**config.mk**
```make
export PLATFORM = sky130hd
export DESIGN_NAME = spi_master_apb
export DESIGN_NICKNAME = d
export VERILOG_FILES = /design/src/logic/spi_pkg.sv /design/src/logic/spi_master_apb.sv /design/src/logic/spi_shift_engine.sv /design/src/logic/apb_regs.sv /design/src/logic/byte_fifo.sv
export SDC_FILE = /design/constraint.sdc
export NUM_CORES = 1
export LEC_CHECK = 0
export BUFFER_PORTS_ARGS = -buffer_cell sky130_fd_sc_hd__buf_2
export CORE_MARGIN = 5
export CORE_UTILIZATION = 50
export DETAILED_ROUTE_END_ITERATION = 10
export PLACE_DENSITY = 0.68
export SKIP_CTS_REPAIR_TIMING = 1
export SLEW_MARGIN = 20
export SYNTH_ARGS = -nofsm -noshare
export SYNTH_HDL_FRONTEND = slang
export SYNTH_SLANG_ARGS = --single-unit
```
**constraint.sdc**
```tcl
create_clock -name pclk -period 4.1 [get_ports pclk]
set_clock_uncertainty 0.05 [all_clocks]
set_input_delay 0.41 -clock pclk [delete_from_list [all_inputs] [get_ports pclk]]
set_output_delay 0.41 -clock pclk [all_outputs]
set_load 0.01 [all_outputs]
```
**src/logic/spi_pkg.sv**
```systemverilog
package spi_pkg;

  // Bus and frame widths
  localparam int ADDR_W     = 8;
  localparam int DATA_W     = 32;
  localparam int FRAME_W    = 8;
  localparam int DIV_W      = 8;

  // FIFO sizing, PTR_W is log2 of the depth
  localparam int FIFO_DEPTH = 16;
  localparam int PTR_W      = 4;

  // One frame is two SCLK half periods per bit
  localparam int FRAME_HALVES = 2 * FRAME_W;
  localparam int HALF_W       = 4;

  // Register offsets
  localparam logic [ADDR_W-1:0] REG_CTRL   = 8'h00;
  localparam logic [ADDR_W-1:0] REG_STATUS = 8'h04;
  localparam logic [ADDR_W-1:0] REG_TXDATA = 8'h08;
  localparam logic [ADDR_W-1:0] REG_RXDATA = 8'h0C;

  // CTRL bit positions
  localparam int CTRL_ENABLE  = 0;
  localparam int CTRL_CPOL    = 1;
  localparam int CTRL_CPHA    = 2;
  localparam int CTRL_INTR_EN = 3;
  localparam int CTRL_DIV_LSB = 8;

  // STATUS bit positions
  localparam int STAT_DONE     = 0;
  localparam int STAT_BUSY     = 1;
  localparam int STAT_TX_FULL  = 2;
  localparam int STAT_TX_EMPTY = 3;
  localparam int STAT_RX_FULL  = 4;
  localparam int STAT_RX_EMPTY = 5;

  // Driven by the bus master
  typedef struct packed {
    logic [ADDR_W-1:0] paddr;
    logic              psel;
    logic              penable;
    logic              pwrite;
    logic [DATA_W-1:0] pwdata;
  } apb_req_t;

  // Driven by the slave
  typedef struct packed {
    logic [DATA_W-1:0] prdata;
    logic              pready;
    logic              pslverr;
  } apb_rsp_t;

  // What the shift engine needs from CTRL
  typedef struct packed {
    logic             enable;
    logic             cpol;
    logic             cpha;
    logic [DIV_W-1:0] clk_div;
  } spi_cfg_t;

endpackage
```
**src/logic/spi_master_apb.sv**
```systemverilog
module spi_master_apb
  import spi_pkg::*;
(
  input  logic     pclk,
  input  logic     rst,
  input  apb_req_t apb_req,
  output apb_rsp_t apb_rsp,
  output logic     spi_sclk,
  output logic     spi_mosi,
  input  logic     spi_miso,
  output logic     spi_cs_n,
  output logic     intr
);

  spi_cfg_t           cfg;
  logic               busy;
  logic               frame_done;

  // TX path, APB to engine
  logic               tx_push;
  logic               tx_pop;
  logic               tx_full;
  logic               tx_empty;
  logic [FRAME_W-1:0] tx_wdata;
  logic [FRAME_W-1:0] tx_rdata;

  // RX path, engine to APB
  logic               rx_push;
  logic               rx_pop;
  logic               rx_full;
  logic               rx_empty;
  logic [FRAME_W-1:0] rx_wdata;
  logic [FRAME_W-1:0] rx_rdata;

  apb_regs u_regs (
    .pclk       (pclk),
    .rst        (rst),
    .apb_req    (apb_req),
    .apb_rsp    (apb_rsp),
    .cfg        (cfg),
    .intr       (intr),
    .tx_push    (tx_push),
    .tx_data    (tx_wdata),
    .tx_full    (tx_full),
    .tx_empty   (tx_empty),
    .rx_pop     (rx_pop),
    .rx_data    (rx_rdata),
    .rx_full    (rx_full),
    .rx_empty   (rx_empty),
    .busy       (busy),
    .frame_done (frame_done)
  );

  byte_fifo u_tx_fifo (
    .pclk  (pclk),
    .rst   (rst),
    .push  (tx_push),
    .wdata (tx_wdata),
    .pop   (tx_pop),
    .rdata (tx_rdata),
    .full  (tx_full),
    .empty (tx_empty)
  );

  byte_fifo u_rx_fifo (
    .pclk  (pclk),
    .rst   (rst),
    .push  (rx_push),
    .wdata (rx_wdata),
    .pop   (rx_pop),
    .rdata (rx_rdata),
    .full  (rx_full),
    .empty (rx_empty)
  );

  spi_shift_engine u_engine (
    .pclk       (pclk),
    .rst        (rst),
    .cfg        (cfg),
    .tx_data    (tx_rdata),
    .tx_empty   (tx_empty),
    .rx_full    (rx_full),
    .tx_pop     (tx_pop),
    .rx_push    (rx_push),
    .rx_data    (rx_wdata),
    .frame_done (frame_done),
    .busy       (busy),
    .spi_sclk   (spi_sclk),
    .spi_mosi   (spi_mosi),
    .spi_cs_n   (spi_cs_n),
    .spi_miso   (spi_miso)
  );

endmodule

```
**src/logic/spi_shift_engine.sv**
```systemverilog
module spi_shift_engine
  import spi_pkg::*;
(
  input  logic               pclk,
  input  logic               rst,
  input  spi_cfg_t           cfg,
  input  logic [FRAME_W-1:0] tx_data,
  input  logic               tx_empty,
  input  logic               rx_full,
  output logic               tx_pop,
  output logic               rx_push,
  output logic [FRAME_W-1:0] rx_data,
  output logic               frame_done,
  output logic               busy,
  output logic               spi_sclk,
  output logic               spi_mosi,
  output logic               spi_cs_n,
  input  logic               spi_miso
);

  typedef enum logic [1:0] {
    ST_IDLE,
    ST_SHIFT,
    ST_GAP
  } state_t;

  state_t             state;
  logic [DIV_W-1:0]   div_cnt;
  logic [HALF_W-1:0]  half_cnt;
  logic [FRAME_W-1:0] tx_shift;
  logic [FRAME_W-1:0] rx_shift;
  logic               sclk_q;
  logic               cs_n_q;
  logic               rx_push_q;
  logic               done_q;
  logic               start;
  logic               half_end;
  logic               last_half;

  // Full RX FIFO holds off the next frame
  assign start = (state == ST_IDLE) && cfg.enable && !tx_empty && !rx_full;

  // >= so a divider change mid frame cannot stretch a half period
  assign half_end  = (div_cnt >= cfg.clk_div);
  assign last_half = (half_cnt == (HALF_W)'(FRAME_HALVES - 1));

  always_ff @(posedge pclk) begin
    if (rst) begin
      state     <= ST_IDLE;
      div_cnt   <= '0;
      half_cnt  <= '0;
      tx_shift  <= '0;
      sclk_q    <= 1'b0;
      cs_n_q    <= 1'b1;
      rx_push_q <= 1'b0;
      done_q    <= 1'b0;
    end else begin
      rx_push_q <= 1'b0;
      done_q    <= 1'b0;
      case (state)
        ST_IDLE: begin
          div_cnt  <= '0;
          half_cnt <= '0;
          sclk_q   <= cfg.cpol;
          if (start) begin
            state    <= ST_SHIFT;
            tx_shift <= tx_data;
            cs_n_q   <= 1'b0;
            // Mode 1 and 3 make their leading edge right here
            sclk_q   <= cfg.cpol ^ cfg.cpha;
          end
        end
        ST_SHIFT: begin
          if (half_end) begin
            div_cnt  <= '0;
            half_cnt <= half_cnt + 1'b1;
            // Even halves end in a sample, odd halves in a shift
            if (half_cnt[0]) begin
              tx_shift <= {tx_shift[FRAME_W-2:0], 1'b0};
            end
            if (last_half) begin
              state     <= ST_GAP;
              sclk_q    <= cfg.cpol;
              cs_n_q    <= 1'b1;
              rx_push_q <= 1'b1;
              done_q    <= 1'b1;
            end else begin
              sclk_q <= ~sclk_q;
            end
          end else begin
            div_cnt <= div_cnt + 1'b1;
          end
        end
        ST_GAP: begin
          // CS stays high for one half period
          if (half_end) begin
            div_cnt <= '0;
            state   <= ST_IDLE;
          end else begin
            div_cnt <= div_cnt + 1'b1;
          end
        end
        default: begin
          state <= ST_IDLE;
        end
      endcase
    end
  end

  // MISO capture, MSB first
  always_ff @(posedge pclk) begin
    if (state == ST_SHIFT && half_end && !half_cnt[0]) begin
      rx_shift <= {rx_shift[FRAME_W-2:0], spi_miso};
    end
  end

  assign tx_pop     = start;
  assign rx_push    = rx_push_q;
  assign rx_data    = rx_shift;
  assign frame_done = done_q;
  assign busy       = (state != ST_IDLE);
  assign spi_sclk   = sclk_q;
  assign spi_mosi   = tx_shift[FRAME_W-1];
  assign spi_cs_n   = cs_n_q;

endmodule

```
**src/logic/apb_regs.sv**
```systemverilog
module apb_regs
  import spi_pkg::*;
(
  input  logic               pclk,
  input  logic               rst,
  input  apb_req_t           apb_req,
  output apb_rsp_t           apb_rsp,
  output spi_cfg_t           cfg,
  output logic               intr,
  output logic               tx_push,
  output logic [FRAME_W-1:0] tx_data,
  input  logic               tx_full,
  input  logic               tx_empty,
  output logic               rx_pop,
  input  logic [FRAME_W-1:0] rx_data,
  input  logic               rx_full,
  input  logic               rx_empty,
  input  logic               busy,
  input  logic               frame_done
);

  spi_cfg_t          cfg_q;
  logic              intr_en_q;
  logic              done_q;

  logic              access;
  logic              wr_en;
  logic              rd_en;
  logic              sel_ctrl;
  logic              sel_status;
  logic              sel_tx;
  logic              sel_rx;
  logic              bad_access;
  logic              good_wr;
  logic              good_rd;
  logic [DATA_W-1:0] ctrl_word;
  logic [DATA_W-1:0] status_word;
  logic [DATA_W-1:0] rdata;

  // Access phase only, no wait states
  assign access = apb_req.psel && apb_req.penable;
  assign wr_en  = access && apb_req.pwrite;
  assign rd_en  = access && !apb_req.pwrite;

  assign sel_ctrl   = (apb_req.paddr == REG_CTRL);
  assign sel_status = (apb_req.paddr == REG_STATUS);
  assign sel_tx     = (apb_req.paddr == REG_TXDATA);
  assign sel_rx     = (apb_req.paddr == REG_RXDATA);

  // Error decode, valid only while access is high
  always_comb begin
    if (sel_ctrl) begin
      bad_access = 1'b0;
    end else if (sel_status) begin
      bad_access = apb_req.pwrite && !apb_req.pwdata[STAT_DONE];
    end else if (sel_tx) begin
      bad_access = apb_req.pwrite && tx_full;
    end else if (sel_rx) begin
      // RXDATA is read only and must hold data
      bad_access = apb_req.pwrite || rx_empty;
    end else begin
      bad_access = 1'b1;
    end
  end

  assign good_wr = wr_en && !bad_access;
  assign good_rd = rd_en && !bad_access;

  // FIFO side
  assign tx_push = good_wr && sel_tx;
  assign tx_data = apb_req.pwdata[FRAME_W-1:0];
  assign rx_pop  = good_rd && sel_rx;

  always_ff @(posedge pclk) begin
    if (rst) begin
      cfg_q     <= '0;
      intr_en_q <= 1'b0;
      done_q    <= 1'b0;
    end else begin
      if (good_wr && sel_ctrl) begin
        cfg_q.enable  <= apb_req.pwdata[CTRL_ENABLE];
        cfg_q.cpol    <= apb_req.pwdata[CTRL_CPOL];
        cfg_q.cpha    <= apb_req.pwdata[CTRL_CPHA];
        cfg_q.clk_div <= apb_req.pwdata[CTRL_DIV_LSB +: DIV_W];
        intr_en_q     <= apb_req.pwdata[CTRL_INTR_EN];
      end
      // A new frame end beats a clear in the same cycle
      if (frame_done) begin
        done_q <= 1'b1;
      end else if (good_wr && sel_status) begin
        done_q <= 1'b0;
      end
    end
  end

  always_comb begin
    ctrl_word                              = '0;
    ctrl_word[CTRL_ENABLE]                 = cfg_q.enable;
    ctrl_word[CTRL_CPOL]                   = cfg_q.cpol;
    ctrl_word[CTRL_CPHA]                   = cfg_q.cpha;
    ctrl_word[CTRL_INTR_EN]                = intr_en_q;
    ctrl_word[CTRL_DIV_LSB +: DIV_W]       = cfg_q.clk_div;
  end

  always_comb begin
    status_word                = '0;
    status_word[STAT_DONE]     = done_q;
    status_word[STAT_BUSY]     = busy;
    status_word[STAT_TX_FULL]  = tx_full;
    status_word[STAT_TX_EMPTY] = tx_empty;
    status_word[STAT_RX_FULL]  = rx_full;
    status_word[STAT_RX_EMPTY] = rx_empty;
  end

  // Read mux
  always_comb begin
    rdata = '0;
    if (rd_en) begin
      if (sel_ctrl) begin
        rdata = ctrl_word;
      end else if (sel_status) begin
        rdata = status_word;
      end else if (sel_rx) begin
        rdata[FRAME_W-1:0] = rx_data;
      end
    end
  end

  assign apb_rsp = '{prdata: rdata, pready: 1'b1, pslverr: access && bad_access};

  assign cfg  = cfg_q;
  assign intr = done_q && intr_en_q;

endmodule

```
**src/logic/byte_fifo.sv**
```systemverilog
module byte_fifo
  import spi_pkg::*;
(
  input  logic               pclk,
  input  logic               rst,
  input  logic               push,
  input  logic [FRAME_W-1:0] wdata,
  input  logic               pop,
  output logic [FRAME_W-1:0] rdata,
  output logic               full,
  output logic               empty
);

  logic [FRAME_W-1:0] mem [FIFO_DEPTH];
  logic [PTR_W-1:0]   wr_ptr;
  logic [PTR_W-1:0]   rd_ptr;
  logic [PTR_W:0]     count;
  logic               do_push;
  logic               do_pop;

  // Push when full and pop when empty are dropped
  assign do_push = push && !full;
  assign do_pop  = pop && !empty;

  assign full  = (count == (PTR_W+1)'(FIFO_DEPTH));
  assign empty = (count == '0);

  // Head entry is always on the read port
  assign rdata = mem[rd_ptr];

  always_ff @(posedge pclk) begin
    if (do_push) begin
      mem[wr_ptr] <= wdata;
    end
  end

  always_ff @(posedge pclk) begin
    if (rst) begin
      wr_ptr <= '0;
      rd_ptr <= '0;
      count  <= '0;
    end else begin
      if (do_push) begin
        wr_ptr <= wr_ptr + 1'b1;
      end
      if (do_pop) begin
        rd_ptr <= rd_ptr + 1'b1;
      end
      case ({do_push, do_pop})
        2'b10:   count <= count + 1'b1;
        2'b01:   count <= count - 1'b1;
        default: count <= count;
      endcase
    end
  end

endmodule

```
# ---- Word-level counts from Yosys, hierarchy flattened
# Memory sizes are Yosys's and may differ from the RTL's. A register that Yosys moved wholly into a read port is not among the register bits.
# Index checks and enable logic that the tools add are counted.
dict set report op_classes {
  n_shift 0
  mul 0
  n_reduce_logical 47
  eq_ne 17
  div 0
  bitwise 4
  n_addsub 10
  mux 42
  magnitude_cmp 1
}
# operator count
set ops {}
lappend ops {{$mux 8} 6}
lappend ops {{$mux 32} 1}
lappend ops {{$pmux 8 s2} 2}
lappend ops {{$logic_and 1x1->1} 22}
lappend ops {{$add 4x1->4 const B} 5}
lappend ops {{$mux 4} 5}
lappend ops {{$pmux 5 s2} 2}
lappend ops {{$mux 1} 17}
lappend ops {{$eq 8x4->1 const B} 2}
lappend ops {{$mux 16} 1}
lappend ops {{$reduce_and 4->1} 3}
lappend ops {{$reduce_bool 2->1} 6}
lappend ops {{$add 5x1->5 const B} 2}
lappend ops {{$eq 5x5->1 const B} 2}
lappend ops {{$logic_not 5->1} 2}
lappend ops {{$sub 5x1->5 const B} 2}
lappend ops {{$add 8x1->8 const B} 1}
lappend ops {{$eq 8x3->1 const B} 1}
lappend ops {{$ge 8x8->1} 1}
lappend ops {{$logic_not 1->1} 8}
lappend ops {{$logic_not 8->1} 1}
lappend ops {{$mux 2} 4}
lappend ops {{$ne 2x1->1 const B} 4}
lappend ops {{$pmux 4 s2} 1}
lappend ops {{other kinds (13)} 20}
dict set report totals {
  n_memories 2
  out_inout_bits 38
  elab_cells 143
  mem_bits_rw 256
  latch_bits 0
  rom_bits 0
  ff_bits 72
  inputBits 46
}
# memory depth word_bits rd rd_clocked_by_memory_dff write_ports line
set mem_list {}
lappend mem_list {u_rx_fifo.mem 16 8 1 1 1 byte_fifo.sv:14} ;# logic [FRAME_W-1:0] mem [FIFO_DEPTH];
lappend mem_list {u_tx_fifo.mem 16 8 1 1 1 byte_fifo.sv:14}

# ---- Depth between registers and ports, before layout
dict set report logic_depth {
  ltp_word 12
  ltp_mapped 15
  mapped_depth_nobuf 13
}

# ---- Modules after synthesis
# From an unflattened synthesis, not the netlist that was laid out.
dict set report hier_totals {
  hier_cells 978
  hier_area_um2 14665.3
}
# module n_inst cells_per_inst seq_area_each_um2 area_each_um2
set by_module_without_submodules {}
lappend by_module_without_submodules {{byte_fifo at u_rx_fifo} 1 330 4184.0 5891.9}
lappend by_module_without_submodules {{byte_fifo at u_tx_fifo} 1 324 4184.0 5836.8}
lappend by_module_without_submodules {spi_shift_engine 1 191 740.7 1805.5}
lappend by_module_without_submodules {apb_regs 1 133 260.2 1131.1}

# ---- Worst setup path before layout
# OpenSTA, ideal clock, no wires.
dict set report synth_timing {
  path_kind {input to register}
  start {input port apb_req[40] in the netlist's numbering}
  end {register u_tx_fifo.count[4]}
  t_arrival_ns 3.020
  path_slack_ns 0.902
  setup_time_ns 0.128
  n_path_buf 1
  required_time_ns 3.922
  path_stages 14
  cell_sequence {nor4_2 nand2_1 nor4_4 inv_1 ha_1 clkbuf_1 xor2_1 ha_1 inv_1 o21ai_0 a21o_1 a221oi_1 xnor2_1 nor2_1}
}
dict set report synth_between {
  elab_chain_cells 11
  elab_cells_between_ends 16
  cone_classes {5 x eq/ne; 5 x mux; 6 x reduce/logical}
}
# element line
set synth_rtl {}
lappend synth_rtl {{from (decl)} spi_master_apb.sv:6} ;# input apb_req_t apb_req,
lappend synth_rtl {{$eq 8x4->1} apb_regs.sv:48} ;# assign sel_rx = (apb_req.paddr == REG_RXDATA);
lappend synth_rtl {{$mux 1} apb_regs.sv:58} ;# end else if (sel_rx) begin
lappend synth_rtl {{$mux 1} apb_regs.sv:56} ;# end else if (sel_tx) begin
lappend synth_rtl {{$mux 1} apb_regs.sv:54} ;# end else if (sel_status) begin
lappend synth_rtl {{$mux 1} apb_regs.sv:52} ;# if (sel_ctrl) begin
lappend synth_rtl {{$logic_not 1->1} apb_regs.sv:66} ;# assign good_wr = wr_en && !bad_access;
lappend synth_rtl {{$logic_and 1x1->1} apb_regs.sv:66}
lappend synth_rtl {{$logic_and 1x1->1 *} apb_regs.sv:70} ;# assign tx_push = good_wr && sel_tx;
lappend synth_rtl {{$logic_and 1x1->1 *} byte_fifo.sv:22} ;# assign do_push = push && !full;
lappend synth_rtl {{$eq 2x1->1 / $eq 2x2->1 (equally long branches)} byte_fifo.sv:49} ;# case ({do_push, do_pop})
lappend synth_rtl {{$pmux 5 s2 / $reduce_bool 2->1 (equally long branches)} -}
lappend synth_rtl {{to (signal assigned)} byte_fifo.sv:50} ;# 2'b10: count <= count + 1'b1;
lappend synth_rtl {{to (signal assigned)} byte_fifo.sv:51} ;# 2'b01: count <= count - 1'b1;
lappend synth_rtl {{to (signal assigned)} byte_fifo.sv:52} ;# default: count <= count;
lappend synth_rtl {{to (decl)} byte_fifo.sv:17} ;# logic [PTR_W:0] count;
# Every way passes the cells marked *; elsewhere a longest branch is shown, timed or not.
# A chain may end at the register's enable or synchronous reset.

==> qor.yml <==
worst_setup_path:
  crit_type: "reg -> out"
  cp_max_fo: 17
  cp.depth: 6
  endpoint_kind: "output pin"
  worstPathRequired_ps: 3640
  ff2ff_setup_slack_ps: 820
  rr_endpoint: "u_rx_fifo.count[4]"
  critPathSlowestCell: "dfxtp_2"
  max_stage_delay_ps: 730
  r2r-start: "u_rx_fifo.count[2]"
  path_buf_inv: 2
  rr_worst_depth: 11
  crit_path_start_kind: "register"
  crit_chain: "buf_4 -> mux4_2 -> nor2b_1 -> a211oi_1 -> a211oi_1 -> buf_2"
  cp_common_cell: "a211oi_1"
  crit_arrival_ps: 3050
  critPathCapture: "apb_rsp[8]"
  path_delay_family: "flip-flops"
die:
  initial_utilization_pct: 51.0
  die_w_um: 179
  die_area_mm2: 0.0320
  die-height_um: 179
  ioPinCount: 84
  core_area_mm2: 0.0279
  rows: 61
cts:
  h-tree-depth: 2
  path_clk_slew_ps: 60
  clk_latency_ps: 520
  cts_tree: "yes"
  cts_buffers: 34
  clk_root_buffer_cell: "clkbuf_16"
  cts_buffer_depth: 3
  cts.sinks: 336
cells_and_area:
  stdcell_area_mm2: 0.0159
  area_delta_synth_final_pct: 11.5
  fin_cells: 1420
  nets: 1095
  antenna_cells: 0
  drive_gt1_share_pct: 18.5
  final_core_util_pct: 56.9
placed_design:
  place_inst: 1360
  place.port_buffers: 50
  place_hpwl_mm: 18.1
  placed_area_mm2: 0.0148
  place.gp.congestion: 0.794
global_route:
  grt.total_usage_pct: 17.7
  grt_max_degree: 32
  antenna_found_initial: 0
  globalRouteOverflowTotal: 0
  grt_pass1_wl_mm: 43.9
  first_global_vias: 7899
power_and_ir_drop:
  p_leak_uw: 0.00526
  power.total_uw: 6990
  powerDensity_mw_per_mm2: 439
  ir_drop_v: 0.000377
synth:
  async_flop_share_pct: 0
  yosys.area.top_type_share_pct: 55.6
  syn_area_per_cell_um2: 14.8
  yosys.area.top_type: "edfxtp_1"
  synth.most_common_cell: "edfxtp_1"
  postSynthCellCount: 964
  ys_ff_latch: 336
  ys.flop_type: "edfxtp_1"
  synth_edf_count: 264
  synth_cell_types: 61
  ys_seq_area_share_pct: 65.7
  synthTopCellsByCount: "264 x edfxtp_1, 79 x nor2_1, 72 x dfxtp_1"
  syn-cell-area_mm2: 0.0143
  yosysWarnings: 0
  yosys-top-cells-area: "edfxtp_1 56%, dfxtp_1 10%, mux4_2 8.5%"
routing:
  viasPerCell: 5.61
  drt_iter0_drc: 637
  drt-total-wl_mm: 28.2
  vias: 7960
  remaining_drc_errors: 0
  dr.pass1.iters: 5
  ant_nets: 0
  wl_per_cell_um: 19.9
status:
  status: "finished, final reports clean"
timing:
  fmax_ghz: 0.285
  rsz0062_at_grt: "no"
  tns_ps: 0
  setup_viol: 0
  fin_crit_ps: 3510
  fin_crit_sh_pct: 85.6
  relSlewSlack_pct: 34.8
  final-hold-violation-count: 0
  report.final.slew_viol_count: 0
  worstMarginPinSlew_ps: 974
min_path:
  hold_class: "in -> reg"
flow_run:
  cap_violations: 0
==> layout by cell type (no fill, tap or decap), drive strengths merged, types with 4 or more instances in the layout <==
cell,instances
nor4,5
inv,29
a21oi,49
and3,9
and2,6
clkinv,14
clkbuf,39
xor2,16
o22ai,10
a22o,5
a31oi,6
nor2,79
nor3,20
xnor2,8
nand2,57
o21ai,34
mux2,4
mux2i,41
mux4,54
nand2b,15
ha,31
a32o,7
a21o,7
nor2b,10
conb,17
a221oi,10
buf,69
a211oi,8
edfxtp,264
or3,5
dfxtp,72
nand4,8
==> metal layers <==
| layer | GRT usage [%] | wire length (µm) |
|---|---|---|
| met4 | 4.96 | 628 |
| met1 | 24.2 | 12300 |
| met2 | 29.4 | 14000 |
| met3 | 3.06 | 1250 |
| met5 | 0 | 0 |
==> layout make-up <==
cell class / count / area, µm²
tap: 378 / 473
clock inverter: 21 / 200
fill: 2194 / 12000
inverter: 27 / 101
sequential: 336 / 9370
timing repair buffer: 69 / 405
clock buffer: 39 / 870
multi-input combinational: 550 / 4480
==> flip-flops by register name, indices dropped and copies added (netlist names), 2 cells and up, named ones only <==
signal / count
u_rx_fifo.mem: 128
u_tx_fifo.mem: 128
u_regs.cfg: 11
u_engine.div_cnt: 8
u_engine.rx_data: 8
u_engine.tx_shift: 8
u_rx_fifo.count: 5
u_tx_fifo.count: 5
u_engine.half_cnt: 4
u_rx_fifo.rd_ptr: 4
u_rx_fifo.wr_ptr: 4
u_tx_fifo.rd_ptr: 4
u_tx_fifo.wr_ptr: 4
u_engine.state: 2
==> cells by family after synthesis <==
kind of cell             count (synthesis)  share of synthesized area (%)
AO/OA/AOI/OAI                          154                           7.20
buffers and inverters                   93                           3.32
multiplexers                            99                           11.7
flip-flops                             336                           65.7
AND/OR/NAND/NOR                        225                           7.80
other                                    2                         0.0527
XOR/XNOR                                24                           1.47
adder cells (fa/ha/maj)                 31                           2.72
==> report_power, final <==
part	switching [µW]	internal (µW)
sequential	59.4	3730
combinational	148	61.9
clock	1260	1720
==> how the worst min path moves through the flow <==
stage,start,to,slack (ps),cells after the start
6_report,spi_miso,u_engine.rx_data[0],10,1
5_1_grt,spi_miso,u_engine.rx_data[0],0.1,1
4_1_cts,spi_miso,u_engine.rx_data[0],-8,1
3_5_place_dp,u_engine.tx_shift[0],u_engine.tx_shift[0],390,1
3_3_place_gp,u_engine.tx_shift[3],u_engine.tx_shift[3],390,1
2_1_floorplan,u_engine.tx_shift[0],u_engine.tx_shift[0],370,1
==> per-stage QoR <==
step / hold slack [ps] / setup slack (ps)
detailed placement: 395 / 691
floorplan: 374 / 902
finish: 10.0 / 590
global route: 0.137 / 405
global placement: 388 / 719
CTS: -7.89 / 527
No activity file was read; power rests on OpenSTA's default activity.
